==> src/chan_macros.svh <==
// channelizer buffer parameters
`ifndef CHAN_MACROS_SVH
`define CHAN_MACROS_SVH

// complex word with I in the upper half
`define CH_DATA_WIDTH 32

// fft_size width for up to 2048 channels
`define CH_FFT_SIZE_WIDTH 12

// pipeline latencies in cycles
`define CH_RAM_LATENCY 3
`define CH_ADD_LATENCY 4

// output stage FIFO
`define CH_OUT_FIFO_DEPTH 16
`define CH_OUT_READY_LEVEL 6

`endif

==> src/chan_data_pkg.sv <==
// channelizer sample data types
`include "chan_macros.svh"

package chan_data_pkg;

    // one complex sample with I upper and Q lower
    typedef logic [`CH_DATA_WIDTH-1:0] iq_t;

    // one signed I or Q component
    typedef logic signed [`CH_DATA_WIDTH/2-1:0] sample_t;

    // top word in the upper half, bottom word in the lower half
    typedef logic [2*`CH_DATA_WIDTH-1:0] iq_pair_t;

endpackage

==> src/output_adder.sv <==
// pipelined sample adder
`timescale 1ns/10ps

module output_adder (
    input  logic                   clk,
    input  chan_data_pkg::sample_t a,
    input  chan_data_pkg::sample_t d,
    output chan_data_pkg::sample_t p
);

    import chan_data_pkg::*;

    sample_t a_r;
    sample_t d_r;
    sample_t sum_r;
    sample_t sum_d;

    // operand regs, pre-add, then two output stages
    always_ff @(posedge clk) begin
        a_r   <= a;
        d_r   <= d;
        // wraps at the sample width
        sum_r <= a_r + d_r;
        sum_d <= sum_r;
        p     <= sum_d;
    end

endmodule

==> config.mk <==
export PLATFORM = sky130hd
export DESIGN_NAME = output_adder
export DESIGN_NICKNAME = d
export VERILOG_FILES = /design/src/chan_data_pkg.sv /design/src/output_adder.sv
export VERILOG_INCLUDE_DIRS = /design/src
export SDC_FILE = /design/constraint.sdc
export NUM_CORES = 1
export LEC_CHECK = 0
export BUFFER_PORTS_ARGS = -buffer_cell sky130_fd_sc_hd__buf_2
export CELL_PAD_IN_SITES_DETAIL_PLACEMENT = 1
export CELL_PAD_IN_SITES_GLOBAL_PLACEMENT = 1
export CORE_ASPECT_RATIO = 0.6
export CORE_MARGIN = 2
export CORE_UTILIZATION = 46
export DETAILED_ROUTE_END_ITERATION = 6
export PLACE_DENSITY = 0.8
export SYNTH_ARGS = -nofsm -noshare
export SYNTH_HDL_FRONTEND = slang
export SYNTH_SLANG_ARGS = --single-unit
==> constraint.sdc <==
create_clock -name clk -period 5.2 [get_ports clk]
set_input_delay 1.04 -clock clk [delete_from_list [all_inputs] [get_ports clk]]
set_output_delay 1.04 -clock clk [all_outputs]
set_load 0.05 [all_outputs]
# Yosys cells after proc, flatten, opt, wreduce, memory -nomap -nowiden
# Cells that the tools add are included.
dict set report word_totals {
  elab_cells 6
  inputBits 33
  reg_bits 80
}
dict set report classes {
  add_sub_neg 1
}
# cell n
set ops {}
lappend ops {{16-bit adder} 1}

# Logic depth before layout (Yosys ltp)
dict set report logic_depth {
  ltp_word 1
  ltp_mapped 7
}

# Least setup slack after synthesis
# OpenSTA, ideal clock, no wires.
dict set report synth_timing {
  kind {register to register}
  from {register a_r[0]}
  to {register sum_r[14]}
  arrival_time_ns 2.012
  required_time_ns 5.105
  path_slack_ns 3.093
  path_buffers 0
  period_less_slack_ns 2.107
  path_stages_with_launch 8
  cell_sequence {dfxtp_1 ha_1 fa_1 a21oi_4 o221ai_4 a31oi_4 or4b_1 o311ai_1}
}
dict set report synth_via {
  elab_chain_cells 1
}
# item line_no
set synth_rtl {}
lappend synth_rtl {{from (decl)} output_adder.sv:13} ;# sample_t a_r;
lappend synth_rtl {{from (signal assigned)} output_adder.sv:20} ;# a_r <= a;
lappend synth_rtl {{16-bit adder} output_adder.sv:23} ;# sum_r <= a_r + d_r;
lappend synth_rtl {{to (signal assigned)} output_adder.sv:23}
lappend synth_rtl {{to (decl)} output_adder.sv:15} ;# sample_t sum_r;
# No other way between the ends.

# Worst setup path in the final report
dict set report layout_timing {
  from {register d_r[0]}
  to {register sum_r[14]}
}
dict set report layout_via {
  elab_chain_cells 1
}
# item line_no
set layout_rtl {}
lappend layout_rtl {{from (decl)} output_adder.sv:14} ;# sample_t d_r;
lappend layout_rtl {{from (signal assigned)} output_adder.sv:21} ;# d_r <= d;
lappend layout_rtl {{16-bit adder} output_adder.sv:23}
# No other way between the ends.

==> qor.yml <==
synthesis:
  synthCells: 187
  synth_nets: 236
  synth_edf_count: 0
  netlist.top_cell.by_area: "dfxtp_1"
  yosysWarnings: 0
  dominantRegCellSynth: "dfxtp_1"
  netlist.area_leader.share_pct: 65.2
  synth-seq-area-share_pct: 65.2
  ys_top_cells_by_count: "dfxtp_1 (80), ha_1 (15), xor2_1 (7)"
  yosys.cell_types.count: 40
  async_flop_share_pct: 0
  syn_area_per_cell_sq_um: 13.1
  synth.most_common_cell: "dfxtp_1"
  synth_area_sq_um: 2450
  synth_seq_cells: 80
  ys_top_cells_by_area: "dfxtp_1 (65%), ha_1 (7.6%), xor2_1 (2.5%)"
sta:
  finalSetupViolCount: 0
  rsz0062_at_grt: "no"
  fin_crit_sh_pct: 43.5
  fin_skew_ps: 8.46
  max_freq_ghz: 0.442
  worstMarginPinSlew_ps: 392
  finalHoldViolations: 0
  max_slew_margin_pct: 73.2
  period_needed_ps: 2260
  slew_viol_final: 0
  holdWs_ps: 328
  setup_total_negative_slack_ps: 0
  worst_slack_ps: 2940
drt:
  drt_iter0_markers: 66
  drc: 0
  first_pass_iters: 4
  vias_per_cell: 4.91
  totalWireLength_um: 4310
  vias: 1537
  routedWlPerCell_um: 13.8
  drtAntennaViolNets: 0
place:
  dp_hpwl_um: 3220
  gp_congestion: 0.882
  post-place-ws_ps: 2960
  portBuffers: 48
  placed_area_sq_um: 2750
  place_inst: 297
setup_path:
  critPathKind: "reg -> reg"
  arrival_ps: 2520
  crit_path_max_incr_delay_ps: 460
  crit_buf_inv: 0
  worst_setup_path_end_kind: "flop"
  path_cells: "ha_1, fa_1, a21oi_4, o221ai_4, a31oi_4, or4b_1, o311ai_1"
  path_max_fanout: 4
  crit_slowest_cell: "fa_1"
  cp.required_ps: 5460
  critPathTopFamily: "compound AO/OA/AOI/OAI gates"
  start_kind: "flop"
die:
  start_util_pct: 48.1
  fp.dieH_um: 60.6
  die_w_um: 98.3
  core_area_sq_um: 5100
  ios: 49
  rows: 20
  fp.dieArea_sq_um: 5960
cts:
  ctsResizeCount: 0
  clock_path_buffers: 2
  cts_tree: "done"
  numCtsBuffers: 9
  cts-root-buf: "clkbuf_8"
  clk_pin_slew_ps: 90
  clock_sinks: 80
  htree_num_levels: 3
  cts_hold_buf: 0
  post-cts-setup-buffer-count: 0
  clock_latency_ps: 360
global_route:
  grt_pass1_wl_um: 7240
  antenna_found_initial: 0
  grt_pass1_vias: 1515
  overflow: 0
  track_usage_pct: 16.4
  grt_max_degree: 17
finish:
  nFillCells: 546
  final_cell_count_no_fill: 313
  final_area_sq_um: 2960
  final_core_util_pct: 58.0
  num_antenna_cells: 0
  multi_input_area_sq_um: 806
  nets: 291
  seqCellArea_sq_um: 1600
  layout-drive-gt1-share_pct: 28.3
  areaGrowthSynthToFinish_pct: 20.7
power_and_ir_drop:
  power.total_mw: 1.45
  max-vdd-ir-drop_mv: 0.203
  power.density_nw_per_um2: 488
  p_leak_nw: 1.31
job:
  max-cap-violations: 0
run_status:
  status: "finished clean"
min_path:
  hp-class: "reg -> reg"
cells by family after synthesis:
| kind of cell | share of synthesized area, % |
|---|---|
| AO/OA/AOI/OAI | 12.3 |
| flip-flops | 65.2 |
| buffers and inverters | 1.94 |
| AND/OR/NAND/NOR | 7.75 |
| adder cells (fa/ha/maj) | 8.46 |
| XOR/XNOR | 4.28 |
worst paths after layout:
check	end	depth (start not counted)	from	slack, ps
max reg2reg	sum_r[14]	7	d_r[0]	2940
min	sum_d[5]	0	sum_r[5]	330
min reg2reg	sum_d[5]	0	sum_r[5]	330
max	sum_r[14]	7	d_r[0]	2940
per-layer routing:
layer  GRT usage, %  share of wire [%]  up-vias
met4           8.41                2.3        0
met5              0                  0        -
li1               -                  -      773
met2           22.8                 40       47
met1           22.2                 51      706
met3           6.80                6.9       11
layout make-up:
| class | instances | share of cell area [%] |
|---|---|---|
| Tap cell | 66 | 2.79 |
| Clock inverter | 7 | 2.91 |
| Clock buffer | 9 | 4.18 |
| Sequential cell | 80 | 54.1 |
| Multi-Input combinational cell | 97 | 27.2 |
| Timing Repair Buffer | 48 | 8.11 |
| Inverter | 6 | 0.760 |
worst register-to-register path: stages, from the launching register on:
cell and delay, ps:
dfxtp_1 320, ha_1 230, fa_1 460, a21oi_4 220, o221ai_4 160, a31oi_4 220, or4b_1 450, o311ai_1 100
layout by cell type (no fill, tap or decap), types with 3 or more instances in the layout:
cell	instances
dfxtp_1	80
buf_2	48
ha_1	15
clkbuf_8	9
xor2_1	7
a21oi_1	6
inv_1	6
nor3_1	6
nand2_1	5
xnor2_1	5
o21ai_0	4
nor2_1	4
o21ai_1	3
o311ai_1	3
nand3_1	3
inv_6	3
state kept, by name, indices dropped and copies added, names as in the netlist:
name	cells
a_r	16
d_r	16
p	16
sum_d	16
sum_r	16
where the power goes:
group	switching [mW]	internal, mW	total [mW]
combinational	0.171	0.0721	0.243
sequential	0.0215	0.705	0.726
clock	0.244	0.233	0.477
total	0.436	1.01	1.45
No activity file was read; power rests on OpenSTA's default activity.
